==> src/design/lsu_pkg.sv <==
// LSU package: data widths, address map, opcode and trap enums, request and response bundles
package lsu_pkg;

  parameter int XLEN = 32, BYTE_WIDTH = 8;

  parameter logic [XLEN-1:0] IMEM_MEM_START  = 32'h0000_0000, IMEM_MEM_END  = 32'h0000_0FFF;
  parameter logic [XLEN-1:0] CLINT_MEM_START = 32'h0200_0000, CLINT_MEM_END = 32'h0200_000F;
  parameter logic [XLEN-1:0] UART_MEM_START  = 32'h1000_0000, UART_MEM_END  = 32'h1000_0007;
  parameter logic [XLEN-1:0] DATA_MEM_START  = 32'h8000_0000, DATA_MEM_END  = 32'h8000_03FF;

  typedef enum logic [3:0] {
    LSU_NONE,
    LSU_LOAD_B,
    LSU_LOAD_H,
    LSU_LOAD_W,
    LSU_LOAD_BU,
    LSU_LOAD_HU,
    LSU_STORE_B,
    LSU_STORE_H,
    LSU_STORE_W
  } lsu_ls_t;

  typedef enum logic [2:0] {
    IMEM,
    CLINT,
    UART,
    DMEM,
    UNKNOWN
  } lsu_mem_src_t;

  typedef enum logic [1:0] {
    PRIV_U = 2'd0,
    PRIV_M = 2'd3
  } priv_mode_t;

  typedef enum logic [3:0] {
    CAUSE_NONE             = 4'd0,
    CAUSE_ILLEGAL          = 4'd2,
    CAUSE_LOAD_MISALIGNED  = 4'd4,
    CAUSE_LOAD_FAULT       = 4'd5,
    CAUSE_STORE_MISALIGNED = 4'd6,
    CAUSE_STORE_FAULT      = 4'd7
  } trap_cause_t;

  typedef struct packed {
    logic            valid;
    logic            is_store;
    logic [2:0]      funct3;
    logic [XLEN-1:0] addr;
    logic [XLEN-1:0] wdata;
    priv_mode_t      priv;
  } lsu_req_t;

  typedef struct packed {
    logic load_misaligned;
    logic load_fault;
    logic store_misaligned;
    logic store_fault;
  } lsu_traps_t;

  typedef struct packed {
    logic            valid;
    logic [XLEN-1:0] rdata;
    logic            trap;
    trap_cause_t     cause;
  } lsu_resp_t;

endpackage

==> src/design/clint.sv <==
// CLINT: free-running mtime, mtimecmp compare register and registered timer interrupt
`timescale 1ns/100ps

module clint (
  input  logic                      i_clk,
  input  logic                      i_rst_n,
  input  logic                      i_we,
  input  logic [lsu_pkg::XLEN-1:0]  i_addr,
  input  logic [lsu_pkg::XLEN-1:0]  i_wdata,
  input  logic [3:0]                i_wstrb,
  output logic [lsu_pkg::XLEN-1:0]  o_rdata,
  output logic                      o_timer_irq
);

  import lsu_pkg::*;

  logic [63:0]     mtime;
  logic [63:0]     mtimecmp;
  logic [1:0]      word_sel;
  logic [3:0]      lane_strb;
  logic [XLEN-1:0] lane_data;
  logic [XLEN-1:0] cur_word;
  logic [XLEN-1:0] new_word;

  assign word_sel  = i_addr[3:2];  // 0/1 mtime, 2/3 mtimecmp
  assign lane_strb = i_wstrb << i_addr[1:0];
  assign lane_data = i_wdata << {i_addr[1:0], 3'b000};

  always_comb begin
    case (word_sel)
      2'd0:    cur_word = mtime[31:0];
      2'd1:    cur_word = mtime[63:32];
      2'd2:    cur_word = mtimecmp[31:0];
      default: cur_word = mtimecmp[63:32];
    endcase
    for (int k = 0; k < 4; k++) begin
      new_word[BYTE_WIDTH*k +: BYTE_WIDTH] = lane_strb[k] ? lane_data[BYTE_WIDTH*k +: BYTE_WIDTH]
                                                          : cur_word[BYTE_WIDTH*k +: BYTE_WIDTH];
    end
  end

  always_ff @(posedge i_clk) begin
    if (!i_rst_n) begin
      mtime       <= '0;
      mtimecmp    <= '1;
      o_timer_irq <= 1'b0;
    end else begin
      if (i_we && !word_sel[1]) begin
        mtime <= word_sel[0] ? {new_word, mtime[31:0]} : {mtime[63:32], new_word};
      end else begin
        mtime <= mtime + 64'd1;
      end
      if (i_we && word_sel[1]) begin
        mtimecmp <= word_sel[0] ? {new_word, mtimecmp[31:0]} : {mtimecmp[63:32], new_word};
      end
      o_timer_irq <= mtime >= mtimecmp;
    end
  end

  assign o_rdata = cur_word >> {i_addr[1:0], 3'b000};

endmodule

==> config.mk <==
export PLATFORM = sky130hd
export DESIGN_NAME = clint
export DESIGN_NICKNAME = d
export VERILOG_FILES = /design/src/design/lsu_pkg.sv /design/src/design/clint.sv
export SDC_FILE = /design/constraint.sdc
export NUM_CORES = 1
export LEC_CHECK = 0
export BUFFER_PORTS_ARGS = -buffer_cell sky130_fd_sc_hd__buf_2
export CORE_MARGIN = 2
export CORE_UTILIZATION = 26
export CTS_CLUSTER_SIZE = 30
export DETAILED_ROUTE_END_ITERATION = 16
export HOLD_SLACK_MARGIN = 0.1
export PLACE_DENSITY_LB_ADDON = 0.12
export SLEW_MARGIN = 30
export SYNTH_ARGS = -nofsm -noshare
export SYNTH_HDL_FRONTEND = slang
export SYNTH_SLANG_ARGS = --single-unit
==> constraint.sdc <==
create_clock -name i_clk -period 6.35 [get_ports i_clk]
set_input_delay 0.635 -clock i_clk [delete_from_list [all_inputs] [get_ports i_clk]]
set_output_delay 0.635 -clock i_clk [all_outputs]
set_load 0.01 [all_outputs]
======== After elaboration in Yosys (flattened, before gate mapping) ========
Cells that the tools add are included.
Widths: inputs -> output; s select.
word-level totals
  output and inout bits ................... 33
  bits in registers ....................... 129
  word-level logic and storage cells ...... 28
cells by class
  muxes and demuxes ....................... 7
  equality and inequality tests ........... 4
  reduce and logical (&&, ||, !) cells .... 6
  bitwise logic cells ..................... 1
  add/subtract/negate cells ............... 1
  shift operators ......................... 3
  $lt $le $gt $ge ......................... 1
operators by type and width
  kind                   count
  $mux 64                2
  $pmux 32 s3            1
  $add 64x1->64 const B  1
  $ge 64x64->1           1
  $mux 8                 4
  $shl 32x5->32          1
  $shr 32x5->32          1
  $ne 2x2->1 const B     2
  $reduce_and 2->1       2
  $shl 4x2->4            1
  $eq 2x1->1 const B     1
  $eq 2x2->1 const B     1
  $logic_and 1x1->1      2
  $logic_not 2->1        1
  $logic_not 1->1        1
  $not 1->1              1

======== Depth between registers and ports, before layout ========
  word-level depth ........................ 5
  mapped depth ............................ 9

======== Worst setup path before layout ========
No wires, ideal clock.
  path kind ............................... input-to-output
  from .................................... in i_addr[2] (netlist name)
  to ...................................... out o_rdata[7] (netlist name)
  cell stages on the path ................. 6
  slack ................................... 3373 ps
  arrival time ............................ 2342 ps
  required time ........................... 5715 ps
  cells stage by stage .................... buf_2 buf_1 mux4_1 nor2b_1 a211oi_1 a21oi_1
between the ends
  longest elaborated chain between the ends .. 3
  elaborated cells on any way between the ends .. 5
  those cells by class .................... eq/ne (2); shift (1); mux (1); reduce/logical (1)
RTL lines
  element                             line         source
  start: declaration                  clint.sv:8   input logic [lsu_pkg::XLEN-1:0] i_addr,
  $eq 2x2->1 (tied with other cells)  clint.sv:30  case (word_sel)
  $pmux 32 s3 *                       clint.sv:30
  $shr 32x5->32 *                     clint.sv:60  assign o_rdata = cur_word >> {i_addr[1:0], 3'b000};
  end: declaration                    clint.sv:11  output logic [lsu_pkg::XLEN-1:0] o_rdata,
Mark *: on every way between the ends. The rest lies on a longest branch, timed or not.

======== Worst setup path in the final report ========
  from .................................... in i_addr[2] (netlist name)
  to ...................................... out o_rdata[6] (netlist name)
Same word-level chain as after synthesis.

==> metrics.txt <==
status completed; most frequent cells in the layout nand2_1, dfxtp_1, mux2i_1, o211ai_1, buf_2; largest family of logic cells by synthesized area simple AND/OR/NAND/NOR gates; vias in the first global route 8709; Net Sw Frac 0.326; Hold Crit Class reg -> reg; LEAKAGE 0.00501 µW; mapped cell area 9710 µm²; Worst-path clk slew 60 ps; layout net count 1365; final hold violation count 0; adder-cell share of the synthesized area 0.0838; RePlAce Congestion 0.900; Detail Placement HPWL 31400 µm; slew at the pin closest to its max-slew limit 982 ps; cells along the critical path buf_2 -> buf_4 -> mux4_2 -> mux2i_1 -> a21oi_1 -> buf_2; CP peak stage delay 630 ps; H-tree Lvls 4; Clock Sinks 129; Ys Warns 0; via count 9280; Post-synth EDFFs 0; Setup Crit Path Kind in -> out; register share of total power 0.382; share of layout cells above drive strength 1 0.138; Critical Path End Type output pin; commonest non-fill, non-tap cell in the layout nand2_1; # rows 70; switching pwr 775 µW; Compound-Gate Fraction of Synth Area 0.211; Fillers 3984; post-synthesis xor/xnor area fraction 0.00180; WL final 41000 µm; Max-slew headroom 0.339; Max Freq 0.278 GHz; max-cap viol count 0; Chip Width 197 µm; Worst Path Max Fanout 27; max-slew violation count 0; CP arrival 2960 ps; post-synthesis mux area share 0.156; ant diodes 0; post_cts resized 0; area grow syn2layout 14.4%; DRC viols 0; hold_buf cts 0; CTS tree yes; Gate power share 0.193; antenna violations before repair 1; router iterations before antenna repair 5; Synth Instances 1197; Synth async-reset ratio 0; Synth Flop Type dfxtp_1; Seq/Total Area, Yosys 0.266; Final min period 3590 ps; syn nets 1333; Via density 5.43; required time of the worst setup path 5710 ps; Simple-Gate Fraction of Synth Area 0.223; CTS max path bufs 2; most frequent CP cell buf_2; VDD IR max 0.000173 V; io pins 104; RSZ-0062 raised after global routing false; Internal 1600 µW; syn avg cell area 8.11 µm²; Core Region 36700 µm²; total CTS buffers 17; worst-skew pair later-pin latency 440 ps; global-route wire length before repair 60200 µm; routed length per instance 24.0 µm; chip height 197 µm; Crit path buffers/inverters 3; Tot GR Track Use 0.213; final period utilization 0.566; Post-CTS Setup Inserts 0; Final setup viols 0; largest net degree at the start of global routing 63; Final ANT Viol Nets 0; initial cell density of the core 0.265; Pwr Density 214 nW/µm²; Congestion Overflow GR 0; initial detailed-routing violation count 756; Clock Power Share 0.426; synth unique cells 57; CP Launch Type primary input; hold slack final 505 ps; clock skew 11.8 ps; Port Buffers 75; die area 38900 µm²; slowest CP cell mux4_2; Yosys reg bits 129; Root Driver clkbuf_16; CP delay by family, top buffers and inverters; setup tns final 0 ps; total power draw 2380 µW
-- stage by stage --
step	cells	utilization	area [µm²]	setup slack, ps
final	1710	0.303	11100	2760
after global routing	1710	0.303	11100	2540
after CTS	1710	0.302	11100	2690
after detailed placement	1678	0.286	10500	2580
after global placement	1678	0.286	10500	2600
after floorplan	1197	-	9710	3370
-- path summary, 6_finish.rpt --
path	from	to	slack (ps)	cells after the start
worst max register to register	mtime[7]	mtime[50]	3030	6
worst max-delay path	i_addr[2]	o_rdata[6]	2760	6
worst min-delay path	mtimecmp[57]	mtimecmp[57]	510	2
worst min register to register	mtimecmp[57]	mtimecmp[57]	510	2
-- power by group through the flow --
| stage | clock, µW | sequential [µW] | combinational (µW) |
|---|---|---|---|
| floorplan | 0 | 900 | 295 |
| global placement | 0 | 924 | 457 |
| detailed placement | 0 | 925 | 459 |
| CTS | 1040 | 906 | 460 |
| global route | 1070 | 914 | 503 |
| finish | 1010 | 907 | 458 |
-- flip-flops by register name (all words and copies together), names as in the netlist --
signal,count
o_timer_irq,1
mtimecmp,64
mtime,64
-- worst reg2reg max path, cell delays in order, from the launching register on --
cell,delay [ps]
dfxtp_1,530
nand4_2,250
nor4_4,460
nand4_1,690
nor3_1,830
a21oi_1,150
o31a_1,300
-- layer usage --
layer / GRT usage / routed length [µm]
met4: 0.0705 / 1060
met2: 0.345 / 18600
met3: 0.0316 / 2130
met5: 0 / 0
met1: 0.289 / 19200
-- cell usage after synthesis (5+ instances only) --
master | instances | area share
a211oi_1 | 16 | 0.012
a21boi_0 | 5 | 0.0039
a21o_1 | 8 | 0.0062
a21oi_1 | 65 | 0.034
a31oi_1 | 10 | 0.0064
and2_1 | 19 | 0.012
and3_1 | 9 | 0.0058
and4_1 | 7 | 0.0063
buf_1 | 8 | 0.0031
buf_2 | 8 | 0.0041
clkbuf_1 | 62 | 0.024
dfxtp_1 | 129 | 0.27
ha_1 | 65 | 0.084
inv_1 | 68 | 0.026
mux2i_1 | 78 | 0.080
mux4_2 | 31 | 0.072
nand2_1 | 163 | 0.063
nand2b_1 | 13 | 0.0084
nand3_1 | 40 | 0.021
nand4_1 | 41 | 0.026
nor2_1 | 71 | 0.027
nor2b_1 | 17 | 0.011
nor3_1 | 14 | 0.0072
nor4_1 | 19 | 0.012
o211ai_1 | 73 | 0.056
o21a_1 | 21 | 0.016
o21ai_0 | 56 | 0.029
o22a_1 | 6 | 0.0054
o31a_1 | 10 | 0.0090
o32a_1 | 6 | 0.0062
or3_1 | 10 | 0.0064
-- cell families after synthesis --
group | after synthesis
XOR/XNOR | 2
multiplexers | 111
flip-flops | 129
AO/OA/AOI/OAI | 304
buffers and inverters | 148
adder cells (fa/ha/maj) | 65
AND/OR/NAND/NOR | 438
-- cell type report --
| cell class | instances | area, µm² | area share |
|---|---|---|---|
| Inverter | 69 | 259 | 0.0233 |
| Tap cell | 468 | 586 | 0.0527 |
| Clock buffer | 18 | 429 | 0.0387 |
| Clock inverter | 14 | 158 | 0.0142 |
| Sequential cell | 129 | 2580 | 0.233 |
| Timing Repair Buffer | 92 | 508 | 0.0458 |
| Multi-Input combinational cell | 920 | 6580 | 0.593 |
(Power assumes the default switching activity.)
