`src/design/lsu_pkg.sv`:
```
// LSU package: data widths, address map, opcode and trap enums, request and response bundles
package lsu_pkg;

  parameter int XLEN = 32, BYTE_WIDTH = 8;

  parameter logic [XLEN-1:0] IMEM_MEM_START  = 32'h0000_0000, IMEM_MEM_END  = 32'h0000_0FFF;
  parameter logic [XLEN-1:0] CLINT_MEM_START = 32'h0200_0000, CLINT_MEM_END = 32'h0200_000F;
  parameter logic [XLEN-1:0] UART_MEM_START  = 32'h1000_0000, UART_MEM_END  = 32'h1000_0007;
  parameter logic [XLEN-1:0] DATA_MEM_START  = 32'h8000_0000, DATA_MEM_END  = 32'h8000_03FF;

  typedef enum logic [3:0] {
    LSU_NONE,
    LSU_LOAD_B,
    LSU_LOAD_H,
    LSU_LOAD_W,
    LSU_LOAD_BU,
    LSU_LOAD_HU,
    LSU_STORE_B,
    LSU_STORE_H,
    LSU_STORE_W
  } lsu_ls_t;

  typedef enum logic [2:0] {
    IMEM,
    CLINT,
    UART,
    DMEM,
    UNKNOWN
  } lsu_mem_src_t;

  typedef enum logic [1:0] {
    PRIV_U = 2'd0,
    PRIV_M = 2'd3
  } priv_mode_t;

  typedef enum logic [3:0] {
    CAUSE_NONE             = 4'd0,
    CAUSE_ILLEGAL          = 4'd2,
    CAUSE_LOAD_MISALIGNED  = 4'd4,
    CAUSE_LOAD_FAULT       = 4'd5,
    CAUSE_STORE_MISALIGNED = 4'd6,
    CAUSE_STORE_FAULT      = 4'd7
  } trap_cause_t;

  typedef struct packed {
    logic            valid;
    logic            is_store;
    logic [2:0]      funct3;
    logic [XLEN-1:0] addr;
    logic [XLEN-1:0] wdata;
    priv_mode_t      priv;
  } lsu_req_t;

  typedef struct packed {
    logic load_misaligned;
    logic load_fault;
    logic store_misaligned;
    logic store_fault;
  } lsu_traps_t;

  typedef struct packed {
    logic            valid;
    logic [XLEN-1:0] rdata;
    logic            trap;
    trap_cause_t     cause;
  } lsu_resp_t;

endpackage

```
`src/design/uart_regs.sv`:
```
// UART registers: transmit-byte strobe, receive holding register and receive status
`timescale 1ns/100ps

module uart_regs (
  input  logic                      i_clk,
  input  logic                      i_rst_n,
  input  logic                      i_we,
  input  logic                      i_re,
  input  logic [lsu_pkg::XLEN-1:0]  i_addr,
  input  logic [lsu_pkg::XLEN-1:0]  i_wdata,
  input  logic                      i_rx_valid,
  input  logic [7:0]                i_rx_data,
  output logic [lsu_pkg::XLEN-1:0]  o_rdata,
  output logic                      o_tx_valid,
  output logic [7:0]                o_tx_data
);

  logic [7:0] rx_data;
  logic       rx_full;

  always_ff @(posedge i_clk) begin
    if (!i_rst_n) begin
      o_tx_valid <= 1'b0;
      o_tx_data  <= '0;
      rx_data    <= '0;
      rx_full    <= 1'b0;
    end else begin
      o_tx_valid <= i_we && !i_addr[2];  // Single-cycle pulse per byte store
      if (i_we && !i_addr[2]) begin
        o_tx_data <= i_wdata[7:0];
      end
      if (i_rx_valid) begin
        rx_data <= i_rx_data;
        rx_full <= 1'b1;
      end else if (i_re && i_addr[2]) begin
        rx_full <= 1'b0;
      end
    end
  end

  assign o_rdata = i_addr[2] ? {23'd0, rx_full, rx_data} : {24'd0, o_tx_data};

endmodule

```
`config.mk`:
```
export PLATFORM = sky130hd
export DESIGN_NAME = uart_regs
export DESIGN_NICKNAME = d
export VERILOG_FILES = /design/src/design/lsu_pkg.sv /design/src/design/uart_regs.sv
export SDC_FILE = /design/constraint.sdc
export NUM_CORES = 1
export LEC_CHECK = 0
export BUFFER_PORTS_ARGS = -buffer_cell sky130_fd_sc_hd__clkbuf_2
export CORE_ASPECT_RATIO = 0.9
export CORE_UTILIZATION = 34
export CTS_BUF_LIST = sky130_fd_sc_hd__clkbuf_2 sky130_fd_sc_hd__clkbuf_4 sky130_fd_sc_hd__clkbuf_8
export DETAILED_ROUTE_END_ITERATION = 8
export GPL_TIMING_DRIVEN = 0
export HOLD_SLACK_MARGIN = 0.12
export PLACE_DENSITY = 0.91
export SKIP_LAST_GASP = 1
export SLEW_MARGIN = 20
export SYNTH_ARGS = -nofsm -noshare
export SYNTH_HDL_FRONTEND = slang
export SYNTH_SLANG_ARGS = --single-unit
```
`constraint.sdc`:
```
create_clock -name i_clk -period 0.8 [get_ports i_clk]
set_input_delay 0.08 -clock i_clk [delete_from_list [all_inputs] [get_ports i_clk]]
set_output_delay 0.08 -clock i_clk [all_outputs]
set_load 0.1 [all_outputs]
```
=== After elaboration in Yosys (flattened, before gate mapping) ===
Cells that the tools add are included.

* Multiplexer cells: 3
* Reduce and logical (&&, ||, !) cells: 4

{| class="wikitable"
|+ Operators by type and width
! operator !! count
|-
| $mux 9 || 1
|-
| $logic_and 1x1->1 || 2
|-
| $mux 1 || 2
|-
| $reduce_bool 2->1 || 1
|-
| $logic_not 1->1 || 1
|}

* Register bits after elaboration: 18
* Bits of input ports: 77
* Output and inout port bits: 41
* Word-level logic and storage cells: 11

=== Depth between registers and ports, before layout ===
Gate-level depths: netlist of the first run.

* Word-level depth: 3
* Gate-level depth with buffers: 4
* Gate-level depth less buffers: 2

=== Least setup slack after synthesis of the first run ===
No wires, ideal clock.

* Path type: flip-flop to output port
* From: register o_tx_data[0]
* To: output o_rdata[0] (netlist name)
* Data arrival time: 1.447 ns
* Required time: 0.720 ns
* Setup slack: -0.727 ns
* Stages on the path, launching flop included: 2
* Path buffers: 0
* Cells stage by stage: dfxtp_1 > mux2_4

* Word-level cells in the longest chain between the ends: 1

{| class="wikitable"
|+ Ends and longest elaborated chain
! what !! line !! text
|-
| from (decl) || uart_regs.sv:15 || <nowiki>output logic [7:0] o_tx_data</nowiki>
|-
| from (signal assigned) || uart_regs.sv:30 || <nowiki>o_tx_data <= i_wdata[7:0];</nowiki>
|-
| $mux 9 || uart_regs.sv:41 || <nowiki>assign o_rdata = i_addr[2] ? {23'd0, rx_full, rx_data} : {24'd0, o_tx_data};</nowiki>
|-
| to (decl) || uart_regs.sv:13 || <nowiki>output logic [lsu_pkg::XLEN-1:0] o_rdata,</nowiki>
|}

Every way passes these cells.

=== Worst setup path after layout of the first run ===
* From: register o_tx_data[3]
* To: output o_rdata[3] (netlist name)

The elaborated chain is that of the path after synthesis.

==> results of run 1 <==
==> sequential cells by signal, summed over array words and instances, names as in the netlist <==
signal / cells
rx_data: 8
o_tx_data: 8
rx_full: 1
o_tx_valid: 1
==> critical path, stage by stage (launching register included) <==
cell	delay, ps
dfxtp_4	360
mux2_4	290
clkbuf_16	200
==> cell usage in the layout (no fill, tap or decap), drive strengths merged, types with 2 or more instances in the layout <==
cell | synthesis | layout
and2 | 2 | 2
nand2 | 16 | 16
buf | 29 | 41
mux2i | 16 | 16
dlygate4sd3 | 0 | 19
dfxtp | 18 | 18
conb | 1 | 23
nor2b | 9 | 9
mux2 | 8 | 8
clkbuf | 0 | 39
==> metrics by stage <==
step | std cells | TNS (ps) | hold slack (ps)
global route | 234 | -6620 | 129
global placement | 201 | -3240 | 292
floorplan | 124 | -1650 | 190
CTS | 231 | -5600 | 133
finish | 234 | -5650 | 137
detailed placement | 201 | -3250 | 290
==> worst min path at each step <==
stage	slack [ps]	startpoint	cells past startpoint	endpoint
CTS	130	i_rx_valid	3	rx_data[1]
detailed placement	290	i_re	2	rx_full
global placement	290	i_re	2	rx_full
global route	130	i_rx_valid	3	rx_data[6]
floorplan	190	i_re	1	rx_full
finish	140	i_rx_valid	3	rx_data[6]
==> where the power goes <==
group | switching, mW | internal [mW]
Sequential | 0.0314 | 0.935
Clock | 0.279 | 0.277
Combinational | 1.05 | 0.558
==> logic make-up after synthesis <==
group	Yosys count
flops	18
simple gates	27
buf+inv	30
other cells	1
compound gates	2
mux	24
==> layout make-up <==
type	instances	area (um^2)	area share (%)
flip-flops and latches	18	393	19.1
multi-input cells	76	512	24.9
clock buffers	4	36.3	1.76
plain buffers	29	236	11.5
well taps	40	50.0	2.43
repair buffers	66	827	40.2
inverters	1	3.75	0.182
==> repair_timing <==
item | 4_1_cts | 5_1_grt
hold endpoints to repair | 17 | 6
resized for setup | 59 | 9
buffers inserted | 7 | 7
setup endpoints to repair | 18 | 24
hold buffers | 19 | 1
==> per-layer routing <==
layer  up-vias  routed length, um  global-route usage (%)
met5         -                  0                       0
met4         0                 22                    4.65
met1       414               1070                    18.6
met2        45               1560                    36.1
li1        466                  -                       -
met3         2                181                    5.29
==> impl_metrics.json, run 1 <==
{
  "place_congestion": 0.696,
  "ant_nets": 0,
  "io_pins": 118,
  "outcome": "complete, but fails checks",
  "cts_tree": "yes",
  "synth_commonest_cells": "buf_4, dfxtp_1, mux2i_1, nand2_1",
  "port-buffer-count": 37,
  "fin_util_pct": 73.1,
  "first_iter_violations": 3,
  "grt_pass1_vias": 866,
  "synth_compound_area_share_pct": 1.09,
  "vdd_ir_drop_max_mv": 1.11,
  "synth_flop_cell": "dfxtp_1",
  "cts_made_buffers": 3,
  "drive_gt1_share_pct": 51.5,
  "layout_min_cycle_time_ps": 1240,
  "diodes": 0,
  "place_hpwl_um": 1500,
  "reg2reg_slack_ps": -10,
  "via_count": 927,
  "nNetsFinal": 272,
  "power_per_cell_area_nw_per_um2": 1520,
  "synth_cells": 102,
  "clk_path_buf_depth": 2,
  "r2r_end": "o_tx_data[4]",
  "synth_area_um2": 1030,
  "rsz0062_at_grt": "true",
  "hold_viol": 0,
  "p_leak_nw": 1.02,
  "finalWirelength_um": 2830,
  "grt_pass1_wl_um": 4090,
  "insertion_delay_ps": 290,
  "synth_top_cell_area_share_pct": 35.0,
  "synth_top_family_by_area": "multiplexers",
  "yosys_warnings": 0,
  "start_util_pct": 36.5,
  "seq_area_frac_synth_pct": 35.0,
  "r2r_start": "o_tx_data[4]",
  "yosys.cell_count.top_type": "buf_4",
  "grt.overflow.total": 0,
  "cp_max_fo": 2,
  "cp.required_ps": 720,
  "dr.pass1.iters": 4,
  "clkSinkCount": 18,
  "avgViaCountPerCell": 3.96,
  "fillCellCount": 191,
  "synthMuxAreaShare_pct": 27.3,
  "violations": "negative setup slack",
  "postSynthAreaPerCell_um2": 10.1,
  "fp-row-count": 18,
  "r2r_cells": 4,
  "cp-endpoint": "o_rdata[3]",
  "cp.arrival_ps": 1160,
  "slew_violations": 0,
  "die_w_um": 60.0,
  "setup_ws_ps": -437,
  "min_period_over_period_pct": 155,
  "synth-simple-area-share_pct": 12.9,
  "root_buffer": "clkbuf_4",
  "cp-end-kind": "primary output",
  "antenna_found_initial": 0,
  "die_h_um": 54.2,
  "clk_pin_slew_worst_paths_ps": 100,
  "cp-start-kind": "register",
  "die-area_um2": 3250,
  "p_total_mw": 3.13,
  "wl_per_cell_um": 12.1,
  "cap_violations": 0,
  "dp_slack_ps": -327,
  "synth_edf_count": 0,
  "synth_top_cell_by_area": "dfxtp_1",
  "drc": 0,
  "synthArstFlopShare_pct": 0,
  "critPathKind": "register to primary output",
  "final_area_um2": 2060,
  "synth_area_leaders": "dfxtp_1, buf_4, mux2i_1",
  "setup_viol": 24,
  "synthAdderAreaFrac_pct": 0,
  "synth.ff_latch_count": 18,
  "grt_usage_pct": 18.2,
  "synth.distinct_cells": 14,
  "dpl_cell_area_um2": 1380,
  "core_area_um2": 2820,
  "synth_xor_area_share_pct": 0,
  "grt_max_degree": 11,
  "hp-class": "primary input to register",
  "synthToLayoutAreaGrowth_pct": 100,
  "cts_max_level": 1,
  "fmax_mhz": 808,
  "cp-startpoint": "o_tx_data[3]",
  "skew_ps": 0
}
Note: power is estimated with default switching activity, not from simulation.
==> run 2, diff against run 1 <==
--- a/config.mk
+++ b/config.mk
@@ -7,6 +7,7 @@
 export LEC_CHECK = 0
 export BUFFER_PORTS_ARGS = -buffer_cell sky130_fd_sc_hd__clkbuf_2
 export CORE_ASPECT_RATIO = 0.9
+export CORE_MARGIN = 1.5
 export CORE_UTILIZATION = 34
 export CTS_BUF_LIST = sky130_fd_sc_hd__clkbuf_2 sky130_fd_sc_hd__clkbuf_4 sky130_fd_sc_hd__clkbuf_8
 export DETAILED_ROUTE_END_ITERATION = 8
==> impl_metrics.json, run 2 (synthesized netlist as in run 1, its figures left out) <==
{
  "layout_min_cycle_time_ps": 1220,
  "final_common_cell": "buf_4",
  "hold_viol": 0,
  "min_period_over_period_pct": 152,
  "clk_path_buf_depth": 2,
  "setup_ws_ps": -415,
  "skew_ps": 0,
  "die_w_um": 61.0,
  "p_total_mw": 3.11,
  "holdBufCountCts": 19,
  "drc": 0,
  "diodes": 0,
  "grt_max_degree": 11,
  "wl_per_cell_um": 11.9,
  "clkSinkCount": 18,
  "cp-end-kind": "primary output",
  "port-buffer-count": 37,
  "grt_pass1_vias": 939,
  "final_cells": 231,
  "avgViaCountPerCell": 4.03,
  "antenna_found_initial": 0,
  "root_buffer": "clkbuf_4",
  "nNetsFinal": 269,
  "start_util_pct": 36.5,
  "grt.overflow.total": 0,
  "top_regs": "o_tx_data x8, rx_data x8",
  "fmax_mhz": 823,
  "cp.required_ps": 720,
  "ant_nets": 0,
  "place_hpwl_um": 1600,
  "synthToLayoutAreaGrowth_pct": 97.4,
  "cap_violations": 0,
  "fp-row-count": 18,
  "power_per_cell_area_nw_per_um2": 1530,
  "via_count": 930,
  "die_h_um": 55.2,
  "final_cell_mix": "buf_4, conb_1, dlygate4sd3_1, clkbuf_2, mux2i_1",
  "violations": "negative setup slack",
  "first_iter_violations": 22,
  "slew_violations": 0,
  "vdd_ir_drop_max_mv": 0.955,
  "grt_usage_pct": 17.8,
  "clk_pin_slew_worst_paths_ps": 100,
  "dr.pass1.iters": 4,
  "cp.arrival_ps": 1140,
  "critPathKind": "register to primary output",
  "cts_made_buffers": 3,
  "grt_pass1_wl_um": 4250,
  "p_leak_nw": 1.00,
  "cts_max_level": 1,
  "regArea_um2": 393,
  "setup_viol": 18,
  "place_congestion": 0.703,
  "placedCellCount": 201,
  "hp-class": "primary input to register",
  "cts_tree": "yes",
  "io_pins": 118,
  "finalWirelength_um": 2740,
  "fillCellCount": 204,
  "drive_gt1_share_pct": 51.8,
  "outcome": "complete, but fails checks",
  "core_area_um2": 2820,
  "die-area_um2": 3360,
  "dp_slack_ps": -330,
  "rsz0062_at_grt": "true",
  "cp-start-kind": "register",
  "cp_max_fo": 2,
  "multi_input_area_um2": 514,
  "insertion_delay_ps": 280
}
[run 2: routing by layer]
layer / up-vias / wire length [um] / global-route usage [%]
met2: 48 / 1400 / 34.4
met1: 420 / 1130 / 19.2
li1: 460 / - / -
met5: - / 0 / 0
met3: 2 / 200 / 5.58
met4: 0 / 12 / 3.26
[run 2: final cells by class]
| type | instances | share of cell area [%] |
|---|---|---|
| Multi-Input combinational cell | 76 | 25.3 |
| Timing Repair Buffer | 63 | 39.2 |
| Inverter | 1 | 0.185 |
| Clock buffer | 4 | 1.79 |
| Buffer | 29 | 11.6 |
| Sequential cell | 18 | 19.3 |
| Tap cell | 40 | 2.46 |
[run 2: path summary, 6_finish.rpt]
kind	from	to	slack, ps	depth (start not counted)
worst max-delay path	o_tx_data[2]	o_rdata[2]	-420	2
worst min-delay path	i_rst_n	rx_full	50	3
worst max register to register	o_tx_data[0]	o_tx_data[0]	10	4
worst min register to register	o_tx_data[3]	o_tx_data[3]	520	2
[run 2: critical path, stage by stage, from the launching register on]
cell       delay, ps
dfxtp_4          360
mux2_4           280
clkbuf_16        200
[run 2: report_power, final]
part | leakage [nW] | switching (mW) | internal, mW
logic | 0.827 | 1.04 | 0.547
clock network | 0.0210 | 0.275 | 0.277
registers | 0.155 | 0.0322 | 0.935
[run 2: repair_timing]
item,in CTS,in global routing
setup endpoints to repair,18,25
hold endpoints to repair,17,6
resized for setup,57,8
setup buffers,5,4
[run 2: per-stage QoR]
| stage | hold slack, ps | area [um^2] | util [%] | setup TNS, ps |
|---|---|---|---|---|
| floorplan | 190 | 1140 | - | -1650 |
| global placement | 277 | 1380 | 49.0 | -3210 |
| detailed placement | 290 | 1380 | 49.0 | -3330 |
| CTS | 136 | 1990 | 70.7 | -5690 |
| global route | 54.7 | 2030 | 72.1 | -5960 |
| finish | 46.0 | 2030 | 72.1 | -5280 |
