**src/design/lsu_pkg.sv**
```systemverilog
// LSU package: data widths, address map, opcode and trap enums, request and response bundles
package lsu_pkg;

  parameter int XLEN = 32, BYTE_WIDTH = 8;

  parameter logic [XLEN-1:0] IMEM_MEM_START  = 32'h0000_0000, IMEM_MEM_END  = 32'h0000_0FFF;
  parameter logic [XLEN-1:0] CLINT_MEM_START = 32'h0200_0000, CLINT_MEM_END = 32'h0200_000F;
  parameter logic [XLEN-1:0] UART_MEM_START  = 32'h1000_0000, UART_MEM_END  = 32'h1000_0007;
  parameter logic [XLEN-1:0] DATA_MEM_START  = 32'h8000_0000, DATA_MEM_END  = 32'h8000_03FF;

  typedef enum logic [3:0] {
    LSU_NONE,
    LSU_LOAD_B,
    LSU_LOAD_H,
    LSU_LOAD_W,
    LSU_LOAD_BU,
    LSU_LOAD_HU,
    LSU_STORE_B,
    LSU_STORE_H,
    LSU_STORE_W
  } lsu_ls_t;

  typedef enum logic [2:0] {
    IMEM,
    CLINT,
    UART,
    DMEM,
    UNKNOWN
  } lsu_mem_src_t;

  typedef enum logic [1:0] {
    PRIV_U = 2'd0,
    PRIV_M = 2'd3
  } priv_mode_t;

  typedef enum logic [3:0] {
    CAUSE_NONE             = 4'd0,
    CAUSE_ILLEGAL          = 4'd2,
    CAUSE_LOAD_MISALIGNED  = 4'd4,
    CAUSE_LOAD_FAULT       = 4'd5,
    CAUSE_STORE_MISALIGNED = 4'd6,
    CAUSE_STORE_FAULT      = 4'd7
  } trap_cause_t;

  typedef struct packed {
    logic            valid;
    logic            is_store;
    logic [2:0]      funct3;
    logic [XLEN-1:0] addr;
    logic [XLEN-1:0] wdata;
    priv_mode_t      priv;
  } lsu_req_t;

  typedef struct packed {
    logic load_misaligned;
    logic load_fault;
    logic store_misaligned;
    logic store_fault;
  } lsu_traps_t;

  typedef struct packed {
    logic            valid;
    logic [XLEN-1:0] rdata;
    logic            trap;
    trap_cause_t     cause;
  } lsu_resp_t;

endpackage

```
**src/design/lsu_decode.sv**
```systemverilog
// LSU decode: maps RV32I load/store funct3 onto the LSU opcode and flags reserved encodings
`timescale 1ns/100ps

module lsu_decode (
  input  logic              i_valid,
  input  logic              i_is_store,
  input  logic [2:0]        i_funct3,
  output lsu_pkg::lsu_ls_t  o_op,
  output logic              o_illegal
);

  import lsu_pkg::*;

  lsu_ls_t op_dec;
  logic    reserved;

  always_comb begin
    op_dec   = LSU_NONE;
    reserved = 1'b0;
    if (i_is_store) begin
      case (i_funct3)
        3'b000:  op_dec = LSU_STORE_B;
        3'b001:  op_dec = LSU_STORE_H;
        3'b010:  op_dec = LSU_STORE_W;
        default: reserved = 1'b1;
      endcase
    end else begin
      case (i_funct3)
        3'b000:  op_dec = LSU_LOAD_B;
        3'b001:  op_dec = LSU_LOAD_H;
        3'b010:  op_dec = LSU_LOAD_W;
        3'b100:  op_dec = LSU_LOAD_BU;
        3'b101:  op_dec = LSU_LOAD_HU;
        default: reserved = 1'b1;  // Funct3 3, 6 and 7 have no load
      endcase
    end
  end

  // A reserved encoding leaves op_dec at LSU_NONE
  assign o_op      = i_valid ? op_dec : LSU_NONE;
  assign o_illegal = i_valid && reserved;

endmodule

```
**config.mk**
```make
export PLATFORM = sky130hd
export DESIGN_NAME = lsu_decode
export DESIGN_NICKNAME = d
export VERILOG_FILES = /design/src/design/lsu_pkg.sv /design/src/design/lsu_decode.sv
export SDC_FILE = /design/constraint.sdc
export NUM_CORES = 1
export LEC_CHECK = 0
export ABC_CLOCK_PERIOD_IN_PS = 800
export BUFFER_PORTS_ARGS = -buffer_cell sky130_fd_sc_hd__buf_2
export CAP_MARGIN = 15
export CORE_AREA = 10 10 47 49
export DETAILED_ROUTE_END_ITERATION = 16
export DIE_AREA = 0 0 57 59
export GPL_ROUTABILITY_DRIVEN = 0
export GPL_TIMING_DRIVEN = 0
export PLACE_DENSITY = 0.37
export SYNTH_ARGS = -nofsm -noshare
export SYNTH_HDL_FRONTEND = slang
export SYNTH_SLANG_ARGS = --single-unit
```
**constraint.sdc**
```tcl
create_clock -name vclk -period 0.8
set_input_delay 0.08 -clock vclk [all_inputs]
set_output_delay 0.08 -clock vclk [all_outputs]
set_load 0.01 [all_outputs]
```
# == Word-level counts from Yosys, hierarchy flattened ==
# Cells that the tools add are included.
# word_totals
register_bits,0
latchBits,0
ram_bits,0
mem_bits_ro,0
in_bits,5
output_inout_bits,5
wordCells,15
mem_count,0
# op_classes
addsub,0
n_mul,0
div_mod_pow,0
magnitude_cmp,0
n_eq_ne,4
shift,0
mux,7
n_bitwise,0
reduce_logical,4
# ops
cell,count
$pmux W3 S5,1
$pmux W4 S3,1
$mux W4,2
$eq A3 B3 Y1 const B,2
$reduce_or A5 Y1,1
$eq A3 B1 Y1 const B,1
$eq A3 B2 Y1 const B,1
$logic_not A3 Y1,1
$mux W1,3
$reduce_or A3 Y1,1
$logic_and A1 B1 Y1,1

# == Logic depth before layout (Yosys ltp) ==
# Gate-level depths: netlist of the first run.
# depth
depth_word,5
ltp_mapped,3
ltp_nobuf,2

# == Least setup slack after synthesis of the first run ==
# No wires, ideal clock.
# synth_path
kind,input -> output
startpoint,input i_is_store
endpoint,output o_op[0]
arrival_ps,674
t_required_ps,720
setup_slack_ps,46
cell_stages,3
n_path_buf,1
path_cell_list,buf_4 and4bb_1 o31a_1
# synth_between
elab_chain_len,2
# synth_lines
item,line_no,source
from (decl),lsu_decode.sv:6,"input logic i_is_store,"
$mux W4,lsu_decode.sv:20,if (i_is_store) begin
$mux W4,lsu_decode.sv:40,assign o_op = i_valid ? op_dec : LSU_NONE;
to (decl),lsu_decode.sv:8,"output lsu_pkg::lsu_ls_t o_op,"
# Every way passes these cells.

# == Final worst setup path of the first run ==
# Same ends and word-level chain as after synthesis.

==> key figures, run 1 <==
Final layout
  • Most common cell after layout, fill and taps aside: buf_2
  • Multi-input logic area: 116 µm²
  • Final cell count without fillers: 43
  • Area Overhead vs Synth: 106%
  • Final Util: a little under a fifth
  • N_diodes: 0
  • FF/Latch Area: 0 µm²
  • Share of cells above drive strength 1: between 50% and 60%
  • Final nets: 34
  • Fin area: 260 µm²
  • # fillers: about 160
  • FF+latch count: 0
  • Most frequent cells in the layout: buf_2, nor3_1, buf_6
  • Clock buffer count: 0

Global routing
  • Initial antenna violation count: 0
  • Grt ovf: 0
  • Largest net degree at the start of global routing: 9
  • First-pass GRT wire length: 634 µm
  • GRT Total Usage: 2.15%
  • Vias in the first global route: ~150

Floorplan
  • Die area: 3360 µm²
  • Row count: 14
  • Core area: between 1000 and 1500 µm²
  • Die Span X: 57 µm
  • Die H: roughly 59 µm
  • Starting Density: a little under a tenth
  • IO Count: 10

Timing
  • Tcrit/Tclk final: 109%
  • RSZ-0062 raised after global routing: true
  • Slew headroom: between 80% and 90%
  • Final hold slack: around 0.43 ns
  • Upper clock frequency limit: approximately 1100 MHz
  • Final Max Slew Viols: 0
  • Setup TNS: -0.123 ns
  • Hold Fails Final Rpt: 0
  • Final setup violation count: 3
  • Min cycle time layout: approximately 0.87 ns
  • Fin worst setup slack: -0.0701 ns
  • Worst Max-Slew Pin Slew: 0.150 ns

Detailed routing
  • Vias per cell: about 3.9
  • Vias: ~170
  • First-pass iteration count of the detailed router: 4
  • Antenna violation net count after detailed routing: 0
  • Routed WL: about 460 µm
  • DRC violation count after routing: 0
  • Routed len/inst: ~11 µm
  • 1st-iter DRT viols: 1

Place
  • Placed Cells incl. Taps: 40
  • Placed cell areas: roughly 190 µm²
  • # port buffers: 8
  • Pre-CTS WS: -0.117 ns

Status
  • Outcome: finished with violations
  • Failing checks: negative setup slack

Worst setup path
  • Kind of critical path: input port to output pin
  • CP Data Arrival Time: approximately 0.79 ns
  • Crit. End Element: output pin
  • Req. time, crit path: around 0.72 ns
  • Maximum fanout along the worst path: 7
  • CP startpoint kind: input port

Logic synthesis
  • Share of the yosys chip area belonging to registers: 0%
  • Synth Area per Inst: about 7.9 µm²
  • Synthesized instance count: 16
  • Unique masters post-synth: 12
  • Largest area contributor in the netlist: and4bb_1
  • Mapped cell area: between 100 and 150 µm²
  • Synth top area cells: and4bb_1, nor3_1, buf_8
  • YS warnings: 0
  • Share of the synthesized area in the top cell type: 19.8%
  • Synthesized net count: 21

Power
  • Pwr Density: around 460 nW/µm²
  • Max VDD drop: 0.156 mV
  • Power Total: roughly 120 µW
  • Leakage dissipation: between 0.1 and 0.15 nW

Min path
  • Worst min-delay path class: input port to output pin

Clock tree
  • Hold-fix buffers, CTS: 0

Flow run
  • Maxcap violations: 0
==> cell type report <==
cell class,instances,area share (%)
well taps,16,7.69
multi-input cells,14,44.7
plain buffers,2,13.5
repair buffers,11,34.1
==> final timing paths <==
path,start,to,slack [ns],cells after the start
worst max-delay path,i_is_store,o_op[0],-0.07,4
worst min-delay path,i_funct3[1],o_op[2],0.43,3
==> kinds of logic after synthesis <==
kind of cell	synth area share (%)
and+or+nand+nor	54.4
buffers and inverters	17.8
AOI/OAI and AO/OA	20.8
xor gates and xnor gates	6.93
==> layer usage <==
layer | GRT usage [%] | wire length [µm] | vias up
met5 | 0 | 0 | -
met4 | 0 | 0 | 0
met3 | 0.644 | 52 | 0
met2 | 3.10 | 192 | 10
met1 | 3.17 | 216 | 74
li1 | - | - | 85
==> where the power goes <==
group	leakage [nW]	total (mW)	switching, mW	internal [mW]
Clock	0	0	0	0
Sequential	0	0	0	0
Combinational	0.117	0.121	0.0466	0.0743
Total	0.117	0.121	0.0466	0.0743
==> repair_timing <==
action	in CTS	in global routing
setup endpoints to repair	2	3
setup buffers	2	1
pin swaps	2	3
gates resized for setup	5	7
==> cells in the mapped netlist, drive strengths merged <==
library cell / number
a21boi: 1
and4bb: 3
buf: 2
nand2: 1
nand3: 1
nor3: 3
nor3b: 1
o21ai: 2
o31a: 1
xnor2: 1
==> worst max-delay path, stage by stage <==
cell and delay, ns:
buf_12 0.09, and4bb_1 0.20, o31a_1 0.28, buf_2 0.14
Power figures use the tool's default switching activity.
==> inputs of run 2 (changes only) <==
- CELL_PAD_IN_SITES_DETAIL_PLACEMENT: default -> 0
- CELL_PAD_IN_SITES_GLOBAL_PLACEMENT: default -> 1
- PLACE_DENSITY: 0.37 -> 0.46
==> run 2 against run 1 <==
  * The run still ends with negative setup slack left
  * Non-clock buffer count shrank 1
  * Cell count shrank 2.3%
  * First-iteration DRC count is the same
==> key figures, run 2 (synthesis gave the netlist of run 1 again) <==
Status
  • Outcome: finished with violations (unchanged)
  • Failing checks: negative setup slack (unchanged)

Timing
  • Worst Max-Slew Pin Slew: 0.168 ns (was 0.150 ns)
  • Tcrit/Tclk final: 107% (was 109%)
  • Final setup violation count: 2 (was 3)
  • Final Max Slew Viols: 0 (unchanged)
  • Hold Fails Final Rpt: 0 (unchanged)
  • Min cycle time layout: 0.855 ns (was 0.870 ns)
  • RSZ-0062 raised after global routing: true (unchanged)
  • Slew headroom: 88.7% (was 89.9%)
  • Fin worst setup slack: -0.0553 ns (was -0.0701 ns)
  • Final hold slack: 0.424 ns (was 0.426 ns)
  • Upper clock frequency limit: 1170 MHz (was 1150 MHz)

Global routing
  • GRT Total Usage: 2.71% (was 2.15%)
  • Initial antenna violation count: 0 (unchanged)
  • Vias in the first global route: 168 (was 154)
  • Grt ovf: 0 (unchanged)
  • First-pass GRT wire length: 821 µm (was 634 µm)
  • Largest net degree at the start of global routing: 9 (unchanged)

Final layout
  • N_diodes: 0 (unchanged)
  • Final nets: 33 (was 34)
  • Clock buffer count: 0 (unchanged)
  • Fin area: 230 µm² (was 260 µm²)
  • FF/Latch Area: 0 µm² (unchanged)
  • Most frequent cells in the layout: buf_2, nor3_1, buf_8, and4bb_1, buf_4 (was buf_2, nor3_1, buf_6)
  • Share of cells above drive strength 1: 50.0% (was 59.3%)
  • Area Overhead vs Synth: 82.2% (was 106%)
  • # fillers: 163 (was 161)
  • Final Util: 16.4% (was 18.6%)
  • Most common cell after layout, fill and taps aside: buf_2 (unchanged)
  • FF+latch count: 0 (unchanged)

Detailed routing
  • Met1 WL: 222 µm (was 216 µm)
  • Vias per cell: 4.14 (was 3.93)
  • DRC violation count after routing: 0 (unchanged)
  • Routed WL: 460 µm (was 461 µm)
  • Routed len/inst: 11.0 µm (was 10.7 µm)
  • Top routing layer in use: met3 (unchanged)
  • Routed wl met2: 173 µm (was 192 µm)
  • Vias: 174 (was 169)
  • Routed wl met3: 63 µm (was 52 µm)
  • 1st-iter DRT viols: 1 (unchanged)
  • Antenna violation net count after detailed routing: 0 (unchanged)
  • First-pass iteration count of the detailed router: 2 (was 4)

Worst setup path
  • CP max stage cell: o31a_1 (unchanged)
  • Crit. End Element: output pin (unchanged)
  • Maximum fanout along the worst path: 6 (was 7)
  • Worst path max stage delay: 0.26 ns (was 0.28 ns)
  • CP startpoint kind: input port (unchanged)
  • Kind of critical path: input port to output pin (unchanged)
  • CP cell instances: buf_8, and4bb_1, o31a_1, buf_2 (was buf_12, and4bb_1, o31a_1, buf_2)
  • CP Data Arrival Time: 0.78 ns (was 0.79 ns)
  • Req. time, crit path: 0.72 ns (about the same)

Place
  • # port buffers: 8 (unchanged)
  • Placed cell areas: 186 µm² (unchanged)
  • Pre-CTS WS: -0.120 ns (was -0.117 ns)

Floorplan
  • IO Count: 10 (unchanged)
  • Row count: 14 (unchanged)
  • Die H: 59 µm (unchanged)
  • Die Span X: 57 µm (unchanged)
  • Die area: 3360 µm² (unchanged)
  • Starting Density: 9.02% (unchanged)
  • Core area: 1400 µm² (unchanged)

Clock tree
  • Hold-fix buffers, CTS: 0 (unchanged)

Min path
  • Worst min-delay path class: input port to output pin (unchanged)
  • WHS Endpoint: o_op[3] (was o_op[2])
  • Hold Path Stages: 3 (unchanged)
  • Hold Crit Start: i_funct3[0] (was i_funct3[1])

Power
  • Cell-internal power: 63.3 µW (was 74.3 µW)
  • P_sw: 42.5 µW (was 46.6 µW)
  • Clk pwr share: 0% (about the same)
  • Sw frac: 40.2% (was 38.5%)
  • Max VDD drop: 0.151 mV (was 0.156 mV)
  • Share of power burned in registers: 0% (about the same)
  • Leakage dissipation: 0.103 nW (was 0.117 nW)
  • Pwr Density: 460 nW/µm² (was 465 nW/µm²)
  • Logic pwr share: 100.0% (about the same)

Flow run
  • Maxcap violations: 0 (unchanged)
run 2: changes by cell type in the layout (fill, tap and decap cells not counted), sizes merged:
cell  delta
buf      -1
run 2: final cells by class:
cell class	instances	area [µm²]	area share, %
Multi-Input combinational cell	14	104	45.1
Timing Repair Buffer	10	71.3	31.0
Buffer	2	35.0	15.2
Tap cell	16	20.0	8.70
run 2: power by group through the flow:
stage	Sequential, mW	Combinational [mW]	Clock [mW]
2_1_floorplan	0	0.0500	0
3_3_place_gp	0	0.0805	0
3_5_place_dp	0	0.0823	0
4_1_cts	0	0.0999	0
5_1_grt	0	0.118	0
6_report	0	0.106	0
run 2: per-stage QoR:
stage / power, mW / cells / setup TNS [ns]
floorplan: 0.0500 / 16 / 0
global placement: 0.0805 / 40 / -0.142
detailed placement: 0.0823 / 40 / -0.174
CTS: 0.0999 / 42 / -0.0861
global route: 0.118 / 42 / -0.165
finish: 0.106 / 42 / -0.0751
run 2: repair_timing:
action	4_1_cts	5_1_grt
endpoints found under the setup margin	2	3
hold endpoints to repair	0	0
pin swaps	2	3
gates resized for setup	6	4
buffers inserted	2	0
run 2: how the worst max path moves through the flow:
stage,slack [ns],start,end,cells past startpoint
floorplan,0.05,i_is_store,o_op[0],3
global placement,-0.11,i_funct3[1],o_op[0],4
detailed placement,-0.12,i_funct3[1],o_op[0],4
CTS,-0.06,i_funct3[0],o_op[0],4
global route,-0.07,i_is_store,o_op[0],4
finish,-0.06,i_funct3[2],o_op[0],4
run 2: critical path: cells and delay by family:
| family | cells | cell delay, ns |
|---|---|---|
| buffers and inverters | 2 | 0.24 |
| AOI/OAI and AO/OA | 1 | 0.26 |
| and+or+nand+nor | 1 | 0.19 |
run 2: metal layers:
layer / global-route usage, % / up-vias
met5: 0 / -
met2: 3.72 / 10
li1: - / 86
met4: 0 / 0
met3: 1.50 / 0
met1: 3.76 / 78
